**config.mk**
```make
export PLATFORM = sky130hd
export DESIGN_NAME = sifhTop
export DESIGN_NICKNAME = d
export VERILOG_FILES = /design/src/hw/sifhPkg.sv /design/src/hw/histBuilder.sv /design/src/hw/histRam.sv /design/src/hw/peakFinder.sv /design/src/hw/sifhControl.sv /design/src/hw/sifhTop.sv
export SDC_FILE = /design/constraint.sdc
export NUM_CORES = 1
export LEC_CHECK = 0
export ABC_CLOCK_PERIOD_IN_PS = 7000
export BUFFER_PORTS_ARGS = -buffer_cell sky130_fd_sc_hd__buf_2
export CORE_MARGIN = 2
export CORE_UTILIZATION = 55
export CTS_CLUSTER_DIAMETER = 60
export CTS_CLUSTER_SIZE = 10
export DETAILED_ROUTE_END_ITERATION = 16
export PLACE_DENSITY = 0.8
export SETUP_SLACK_MARGIN = 0.3
export SYNTH_ARGS = -nofsm -noshare
export SYNTH_HDL_FRONTEND = slang
export SYNTH_HIERARCHICAL = 1
export SYNTH_SLANG_ARGS = --single-unit
```
**constraint.sdc**
```tcl
create_clock -name clk -period 7 [get_ports clk]
set_clock_uncertainty 0.2 [all_clocks]
set_input_delay 1.05 -clock clk [delete_from_list [all_inputs] [get_ports clk]]
set_output_delay 1.05 -clock clk [all_outputs]
set_load 0.005 [all_outputs]
```
**src/hw/sifhPkg.sv**
```systemverilog
`default_nettype none

package sifhPkg;

    parameter int stampW  = 12;             // full TDC timestamp
    parameter int binW    = 6;              // half a stamp
    parameter int countW  = 10;
    parameter int numBins = 64;

    typedef logic [stampW-1:0] stampT;
    typedef logic [binW-1:0]   binT;
    typedef logic [countW-1:0] countT;

    localparam countT countMax = {countW{1'b1}}; // counts saturate here

    typedef enum logic [3:0] {
        sIdle,
        sClear1,                            // zero memory before coarse pass
        sBuild1,
        sFind1,
        sFilter,                            // take coarse peak as window
        sClear2,
        sBuild2,
        sFind2,
        sReport
    } ctrlStateT;

    // one accepted stamp, already reduced to its bin
    typedef struct packed {
        logic valid;
        binT  bin;
    } binEventT;

    typedef struct packed {
        logic  en;
        binT   addr;
        countT data;
    } ramWriteT;

    typedef struct packed {
        binT   bin;
        countT count;
    } peakT;

endpackage

`default_nettype wire

```
**src/hw/histBuilder.sv**
```systemverilog
`timescale 1ns/1ps
`default_nettype none

module histBuilder
    import sifhPkg::*;
(
    input  wire logic     clk,
    input  wire logic     res,
    input  wire logic     clearStart,
    input  wire binEventT binEvent,
    input  wire countT    accReadData,
    output binT           accReadAddr,
    output ramWriteT      ramWrite,
    output logic          busy
);

    logic     clearing;                     // sweep in progress
    logic     s1Valid;                      // read stage
    binT      s1Bin;
    ramWriteT wr;                           // write stage, drives the RAM
    ramWriteT wrPrev;                       // write issued one cycle earlier
    countT    baseCount;
    countT    newCount;
    logic     lastClearAddr;

    // read is issued in the same cycle as the event
    assign accReadAddr = binEvent.bin;

    assign ramWrite = wr;

    assign lastClearAddr = (wr.addr == binT'(numBins - 1));

    // the RAM data is stale when one of the two previous events hit
    // the same bin, so take the newest pending value instead
    always_comb begin
        if (wr.en && (wr.addr == s1Bin)) begin
            baseCount = wr.data;            // event one cycle older
        end else if (wrPrev.en && (wrPrev.addr == s1Bin)) begin
            baseCount = wrPrev.data;        // event two cycles older
        end else begin
            baseCount = accReadData;
        end
    end

    always_comb begin
        if (baseCount == countMax) begin
            newCount = baseCount;           // saturate
        end else begin
            newCount = baseCount + countT'(1);
        end
    end

    always_ff @(posedge clk or negedge res) begin
        if (!res) begin
            s1Valid <= 1'b0;
            s1Bin   <= '0;
        end else begin
            s1Valid <= binEvent.valid;
            s1Bin   <= binEvent.bin;
        end
    end

    always_ff @(posedge clk or negedge res) begin
        if (!res) begin
            clearing <= 1'b0;
            wr       <= '0;
        end else begin
            if (clearStart) begin
                clearing <= 1'b1;
                wr.en    <= 1'b1;
                wr.addr  <= '0;
                wr.data  <= '0;
            end else if (clearing) begin
                if (lastClearAddr) begin
                    clearing <= 1'b0;
                    wr.en    <= 1'b0;
                end else begin
                    wr.addr <= wr.addr + binT'(1);
                end
                wr.data <= '0;
            end else begin
                wr.en   <= s1Valid;         // increment and write stage
                wr.addr <= s1Bin;
                wr.data <= newCount;
            end
        end
    end

    always_ff @(posedge clk or negedge res) begin
        if (!res) begin
            wrPrev <= '0;
        end else begin
            wrPrev <= wr;                   // follows wr, never stale
        end
    end

    // covers the clear request, the sweep and both pipeline stages
    assign busy = clearStart || clearing || s1Valid || wr.en;

endmodule

`default_nettype wire

```
**src/hw/histRam.sv**
```systemverilog
`timescale 1ns/1ps
`default_nettype none

module histRam
    import sifhPkg::*;
(
    input  wire logic     clk,
    input  wire ramWriteT ramWrite,
    input  wire binT      accReadAddr,
    input  wire binT      scanReadAddr,
    output countT         accReadData,
    output countT         scanReadData
);

    countT mem [numBins];                   // contents set by clear sweep

    always_ff @(posedge clk) begin
        if (ramWrite.en) begin
            mem[ramWrite.addr] <= ramWrite.data;
        end
    end

    // read ports return the value before a same-cycle write
    always_ff @(posedge clk) begin
        accReadData <= mem[accReadAddr];    // builder side
    end

    always_ff @(posedge clk) begin
        scanReadData <= mem[scanReadAddr];  // peak search side
    end

endmodule

`default_nettype wire

```
**src/hw/peakFinder.sv**
```systemverilog
`timescale 1ns/1ps
`default_nettype none

module peakFinder
    import sifhPkg::*;
(
    input  wire logic  clk,
    input  wire logic  res,
    input  wire logic  searchStart,
    input  wire countT scanReadData,
    output binT        scanReadAddr,
    output logic       searchDone,
    output peakT       peak
);

    logic scanning;                         // address phase active
    logic dataValid;                        // RAM data belongs to dataBin
    logic dataLast;
    binT  dataBin;
    peakT best;
    peakT nextBest;
    logic greater;

    // strict compare keeps the lowest bin on a tie
    assign greater = dataValid && (scanReadData > best.count);

    always_comb begin
        if (greater) begin
            nextBest.bin   = dataBin;
            nextBest.count = scanReadData;
        end else begin
            nextBest = best;
        end
    end

    always_ff @(posedge clk or negedge res) begin
        if (!res) begin
            scanning     <= 1'b0;
            scanReadAddr <= '0;
        end else if (searchStart) begin
            scanning     <= 1'b1;
            scanReadAddr <= '0;
        end else if (scanning) begin
            if (scanReadAddr == binT'(numBins - 1)) begin
                scanning <= 1'b0;
            end else begin
                scanReadAddr <= scanReadAddr + binT'(1);
            end
        end
    end

    // one cycle behind the address because the RAM read is registered
    always_ff @(posedge clk or negedge res) begin
        if (!res) begin
            dataValid <= 1'b0;
            dataLast  <= 1'b0;
            dataBin   <= '0;
        end else begin
            dataValid <= scanning;
            dataLast  <= scanning && (scanReadAddr == binT'(numBins - 1));
            dataBin   <= scanReadAddr;
        end
    end

    always_ff @(posedge clk or negedge res) begin
        if (!res) begin
            best       <= '0;
            peak       <= '0;
            searchDone <= 1'b0;
        end else begin
            if (searchStart) begin
                best <= '0;                 // fresh maximum per search
            end else begin
                best <= nextBest;
            end
            searchDone <= dataLast;
            if (dataLast) begin
                peak <= nextBest;           // includes the last bin
            end
        end
    end

endmodule

`default_nettype wire

```
**src/hw/sifhControl.sv**
```systemverilog
`timescale 1ns/1ps
`default_nettype none

module sifhControl
    import sifhPkg::*;
#(
    parameter int stampsPerPass = 200
) (
    input  wire logic  clk,
    input  wire logic  res,
    input  wire logic  start,
    input  wire stampT stamp,
    input  wire logic  stampValid,
    input  wire logic  busy,
    input  wire logic  searchDone,
    input  wire peakT  peak,
    output logic       tdcEnable,
    output logic       clearStart,
    output binEventT   binEvent,
    output logic       searchStart,
    output logic       done,
    output stampT      peakStamp,
    output countT      peakCount
);

    localparam int shotW = $clog2(stampsPerPass + 1);

    ctrlStateT        state;
    logic [shotW-1:0] shotCount;            // accepted stamps this pass
    binT              filterBin;            // coarse window for pass 2
    logic             accept;
    logic             finePass;
    binT              coarseBin;
    binT              fineBin;
    logic             lastShot;

    assign accept    = stampValid && tdcEnable;
    assign finePass  = (state == sBuild2);
    assign coarseBin = stamp[stampW-1:binW];
    assign fineBin   = stamp[binW-1:0];
    assign lastShot  = (shotCount == shotW'(stampsPerPass - 1));

    // pass 1 counts everything, pass 2 only stamps inside the window
    assign binEvent.valid = accept && (!finePass || (coarseBin == filterBin));
    assign binEvent.bin   = finePass ? fineBin : coarseBin;

    always_ff @(posedge clk or negedge res) begin
        if (!res) begin
            state       <= sIdle;
            tdcEnable   <= 1'b0;
            clearStart  <= 1'b0;
            searchStart <= 1'b0;
            done        <= 1'b0;
            shotCount   <= '0;
            filterBin   <= '0;
            peakStamp   <= '0;
            peakCount   <= '0;
        end else begin
            clearStart  <= 1'b0;            // pulses by default
            searchStart <= 1'b0;
            done        <= 1'b0;
            if (accept) begin
                shotCount <= shotCount + shotW'(1);
                if (lastShot) begin
                    tdcEnable <= 1'b0;      // pass complete
                end
            end
            case (state)
                sIdle: begin
                    if (start) begin
                        clearStart <= 1'b1;
                        state      <= sClear1;
                    end
                end
                sClear1, sClear2: begin
                    if (!busy) begin
                        tdcEnable <= 1'b1;
                        shotCount <= '0;
                        state     <= (state == sClear1) ? sBuild1 : sBuild2;
                    end
                end
                sBuild1, sBuild2: begin
                    if (!tdcEnable && !busy) begin // last event written
                        searchStart <= 1'b1;
                        state       <= (state == sBuild1) ? sFind1 : sFind2;
                    end
                end
                sFind1: begin
                    if (searchDone) begin
                        state <= sFilter;
                    end
                end
                sFilter: begin
                    filterBin  <= peak.bin;
                    clearStart <= 1'b1;
                    state      <= sClear2;
                end
                sFind2: begin
                    if (searchDone) begin
                        peakStamp <= {filterBin, peak.bin};
                        peakCount <= peak.count;
                        done      <= 1'b1;
                        state     <= sReport;
                    end
                end
                sReport: begin
                    state <= sIdle;         // done is high here
                end
                default: begin
                    state <= sIdle;
                end
            endcase
        end
    end

endmodule

`default_nettype wire

```
**src/hw/sifhTop.sv**
```systemverilog
`timescale 1ns/1ps
`default_nettype none

module sifhTop
    import sifhPkg::*;
#(
    parameter int stampsPerPass = 200
) (
    input  wire logic  clk,
    input  wire logic  res,
    input  wire logic  start,
    input  wire stampT stamp,
    input  wire logic  stampValid,
    output logic       tdcEnable,
    output logic       done,
    output stampT      peakStamp,
    output countT      peakCount
);

    logic     clearStart;
    logic     busy;
    binEventT binEvent;
    ramWriteT ramWrite;
    binT      accReadAddr;
    countT    accReadData;
    binT      scanReadAddr;
    countT    scanReadData;
    logic     searchStart;
    logic     searchDone;
    peakT     peak;

    sifhControl #(
        .stampsPerPass(stampsPerPass)
    ) control_i (
        .clk        (clk),
        .res        (res),
        .start      (start),
        .stamp      (stamp),
        .stampValid (stampValid),
        .busy       (busy),
        .searchDone (searchDone),
        .peak       (peak),
        .tdcEnable  (tdcEnable),
        .clearStart (clearStart),
        .binEvent   (binEvent),
        .searchStart(searchStart),
        .done       (done),
        .peakStamp  (peakStamp),
        .peakCount  (peakCount)
    );

    histBuilder builder_i (
        .clk        (clk),
        .res        (res),
        .clearStart (clearStart),
        .binEvent   (binEvent),
        .accReadData(accReadData),
        .accReadAddr(accReadAddr),
        .ramWrite   (ramWrite),
        .busy       (busy)
    );

    histRam ram_i (
        .clk         (clk),
        .ramWrite    (ramWrite),
        .accReadAddr (accReadAddr),
        .scanReadAddr(scanReadAddr),
        .accReadData (accReadData),
        .scanReadData(scanReadData)
    );

    peakFinder finder_i (
        .clk         (clk),
        .res         (res),
        .searchStart (searchStart),
        .scanReadData(scanReadData),
        .scanReadAddr(scanReadAddr),
        .searchDone  (searchDone),
        .peak        (peak)
    );

endmodule

`default_nettype wire

```
==> results by stage <==
Outcome:
- The flow ran to the end, and the final reports show no timing, DRC or antenna violations.

Clock tree:
- The tree is rooted in a clkbuf_16.
- TritonCTS built the clock tree.
- For this design, the sink count on the clock tree is ~790.
- Buffers added to address setup during post-CTS repair amount to 0.
- The maximum root-to-sink buffer count is 3.
- The total number of H-tree levels is 3.
- Buffers inserted to repair hold after CTS numbered 0.
- Gates resized during post-CTS repair numbered 0.
- Buffers inserted during clock tree synthesis total 89.
- The insertion delay to the later sink of the worst-skew pair is between 600 and 700 ps.
- The clock-pin slew on the worst setup and hold paths is roughly 60 ps.

Final layout:
- In the final layout, flip-flops and latches occupy 0.0230 sq mm.
- The final cell count without fillers is between 3000 and 4000.
- After routing the design area is around 0.04 sq mm.
- In the final layout, the share of cells above drive strength 1 is 0.275.
- The final layout contains 2114 nets.
- The growth of design area from synthesis to finish is 9.28%.
- In the final layout, the multi-input gates occupy around 0.013 sq mm.
- The total of fill cells in the finished design is 4446.

Placed design:
- The instance count after placement with tap cells included is approximately 2900.
- The standard cell area after detailed placement is between 0.03 and 0.04 sq mm.
- The number of buffers inserted by port buffering is 39.
- Detailed placement finished with a half-perimeter wire length of between 50000 and 60000 microns.
- At the end of routability-driven placement, the weighted congestion stood at ~0.9.

Power:
- The leakage power figure is roughly 0.013 uW.
- VDD sags by at most roughly 190 uV.
- The design draws between 10000 and 15000 uW.
- In this run the power density over the cells is approximately 290 mW/mm^2.

Detailed routing:
- The highest metal layer with signal wires is met5.
- The aggregate routed wire length is about 94000 microns.
- The pre-antenna-repair detailed-routing pass consisted of 6 iterations.
- Dividing the detail-routed wire length by the instance count gives roughly 31 microns.
- The final routed DRC violation total is 0.
- The via-per-instance ratio is 7.18.
- The routed design uses about 45000 microns of met2 wire.
- The number of DRC markers in iteration 0 is between 3000 and 4000.
- The routed metal-1 wirelength is around 33000 microns.
- The total via count in the routed design is 21575.
- In this run the remaining antenna-violating nets after routing total 0.
- Detailed routing placed a total of roughly 11000 microns of wire on met3.

Floorplan:
- The number of placement rows is between 90 and 100.
- The floorplan step defined a die boundary enclosing slightly below 0.07 sq mm.
- The initial utilization of the core area, before any placement, comes to 0.557.
- From left edge to right edge, the die measures 262 microns.
- Measured along the y axis, the die boundary spans roughly 260 microns.
- In this run the count of I/O pins placed on the die edge is 40.
- The area of the core region is about 0.066 sq mm.

Timing:
- The final setup TNS is 0 ps.
- The worst max-slew margin expressed relative to the limit is 0.0499.
- The minimum clock period after layout is roughly 4800 ps.
- Setup violations remaining at the end of the flow were counted as 0.
- The number of slew-limit violations in the final report is 0.
- For the pin with the worst max-slew slack, the measured transition is approximately 1400 ps.
- In the finished design, the share of the clock period the worst path needs comes to 0.684.
- Setup repair after global routing left no endpoint under its margin.
- The total count of hold-check failures in the final report is 0.
- The maximum frequency from static timing analysis is 209 MHz.

Synthesis:
- The area share of and/or/nand/nor cells after synthesis is 0.0525.
- The share of synthesized area in the top cell type comes to 0.523.
- The synthesized design contains 640 enable-type register cells.
- After synthesis, the share of cell area in mux cells is 0.236.
- The mapped netlist covers roughly 0.037 sq mm.
- The cell count after synthesis came out at a little over 2000.
- The post-synthesis cell type count is between 80 and 90.
- The share of flip-flops with an asynchronous set or reset is 0.169.
- The Yosys step of the flow raised 6 warnings.
- In the synthesized netlist the dominant register cell turns out to be edfxtp_1.
- Each instance of the synthesized netlist takes up on average 17.9 sq um.
- The sequential element share of the synthesized area is 0.625.
- The cell type with the highest aggregate area in the netlist is edfxtp_1.
- In the post-synthesis netlist, the biggest area contributors are edfxtp_1 52%, mux4_2 19%, dfrtp_1 9.1%.
- Of the total synthesized cell area, the portion taken by full adders, half adders and majority gates is 0.00511.
- By area, the combinational part of the netlist is dominated by multiplexers.
- The share of the synthesized netlist area taken by xor and xnor gates is 0.00667.
- The number of flip-flops and latches in the synthesized netlist is 794.
- The number of nets in the synthesized netlist is approximately 2100.
- The post-synthesis compound-gate area fraction was 0.0477.

Flow run:
- The tool flagged a number of max-cap violations equal to 0.

Worst setup path:
- The data required time of the critical path is roughly 7300 ps.
- STA puts the critical path data arrival time at ~5100 ps.
- The classification of the worst setup path is register to register.
- The setup check on the worst reg-to-reg path leaves a slack of 2210 ps.
- The sort of element at the end of the critical path is a register.
- The kind of start point of the critical path is a register.
- Of all nets on the critical path, the largest fanout is 62.

Global routing:
- For this run, the total global-route usage over all layers was measured as 0.278.
- The initial antenna violation count came to 2.
- The first global-routing pass estimated between 100000 and 150000 microns of wire.
- Entering global routing, the biggest net connects 104 pins.
- The total overflow left after global routing is 0.
- The number of global-route vias before repair is 21836.

Hold path:
- The worst min-delay path category is input pin to asynchronous set/reset pin.
-- synthesized netlist by cell type (all sizes together) (13+ instances only) --
library cell	instances
edfxtp	640
mux4	342
nor2	138
dfrtp	134
buf	101
o21ai	67
clkbuf	47
mux2i	44
a21oi	38
nand2	38
o22ai	38
mux2	37
nand3	34
nor3	34
and3	22
nand2b	21
dfxtp	20
nand4b	18
xnor2	17
a221o	16
inv	16
ha	15
o31ai	14
a211oi	13
a31oi	13
-- placed cells by master (no fill, tap or decap), types with 44 or more instances in the layout --
cell         n
buf_4       51
clkbuf_1    49
clkbuf_16   93
dfrtp_1    120
edfxtp_1   640
mux2i_1     44
mux4_2     315
nor2_1     136
o21ai_0     63
-- logic make-up after synthesis --
logic type,after synthesis
adders and majority gates,15
AOI/OAI and AO/OA,255
DFF,794
and+or+nand+nor,367
muxes,423
buffers and inverters,166
xor gates and xnor gates,28
-- metal layers --
layer  track usage  vias to the layer above
met2         0.434                     1581
met3        0.0770                      339
li1              -                     8613
met5             0                        -
met4         0.153                        2
met1         0.356                    11040
-- final timing paths --
kind	startpoint	end	cells past startpoint
max	control_i/state[1]	ram_i/accReadData[0]	7
min	res	control_i/peakStamp[11]	1
max reg2reg	control_i/state[1]	ram_i/accReadData[0]	7
min reg2reg	finder_i/scanning	finder_i/dataValid	0
max in group asynchronous	res	finder_i/scanReadAddr[0]	2
min in group clk	finder_i/scanning	finder_i/dataValid	0
-- critical path, cell delays in order (launching register included) --
cell and delay [ps]:
dfrtp_1 620, nor4bb_2 960, mux2_8 800, buf_12 440, mux4_2 570, o22ai_1 520, nor3_1 220, a22o_1 230
-- through the flow --
step           hold slack, ps  setup slack (ps)   util
5_1_grt                   201              1870  0.609
3_3_place_gp              166              2370  0.570
6_report                  171              2210  0.609
4_1_cts                   171              2240  0.608
2_1_floorplan             154              3760      -
3_5_place_dp              171              2280  0.570
-- where the power goes --
| group | switching [uW] | internal, uW |
|---|---|---|
| logic | 641 | 376 |
| clock network | 1750 | 2440 |
| registers | 547 | 5720 |
| total | 2940 | 8540 |
-- layout make-up --
type                    instances  area share
diodes                          1   0.0000623
clock buffers                 143      0.0629
clock inverters                 3    0.000561
inverters                      17     0.00159
multi-input cells            1088       0.319
flip-flops and latches        794       0.573
well taps                     864      0.0269
repair buffers                 93      0.0160
-- state kept, by name, summed over array words and instances (netlist names), 4 cells and up --
register and count:
control_i/filterBin 6, builder_i/wrPrev 17, ram_i/scanReadData 10, control_i/peakCount 10
control_i/peakStamp 12, finder_i/dataBin 6, finder_i/scanReadAddr 6, finder_i/best 16
control_i/state 4, builder_i/ramWrite 17, ram_i/accReadData 10, control_i/shotCount 8
ram_i/mem 640, finder_i/peak 16, builder_i/s1Bin 6
No activity file was read; power rests on OpenSTA's default activity.
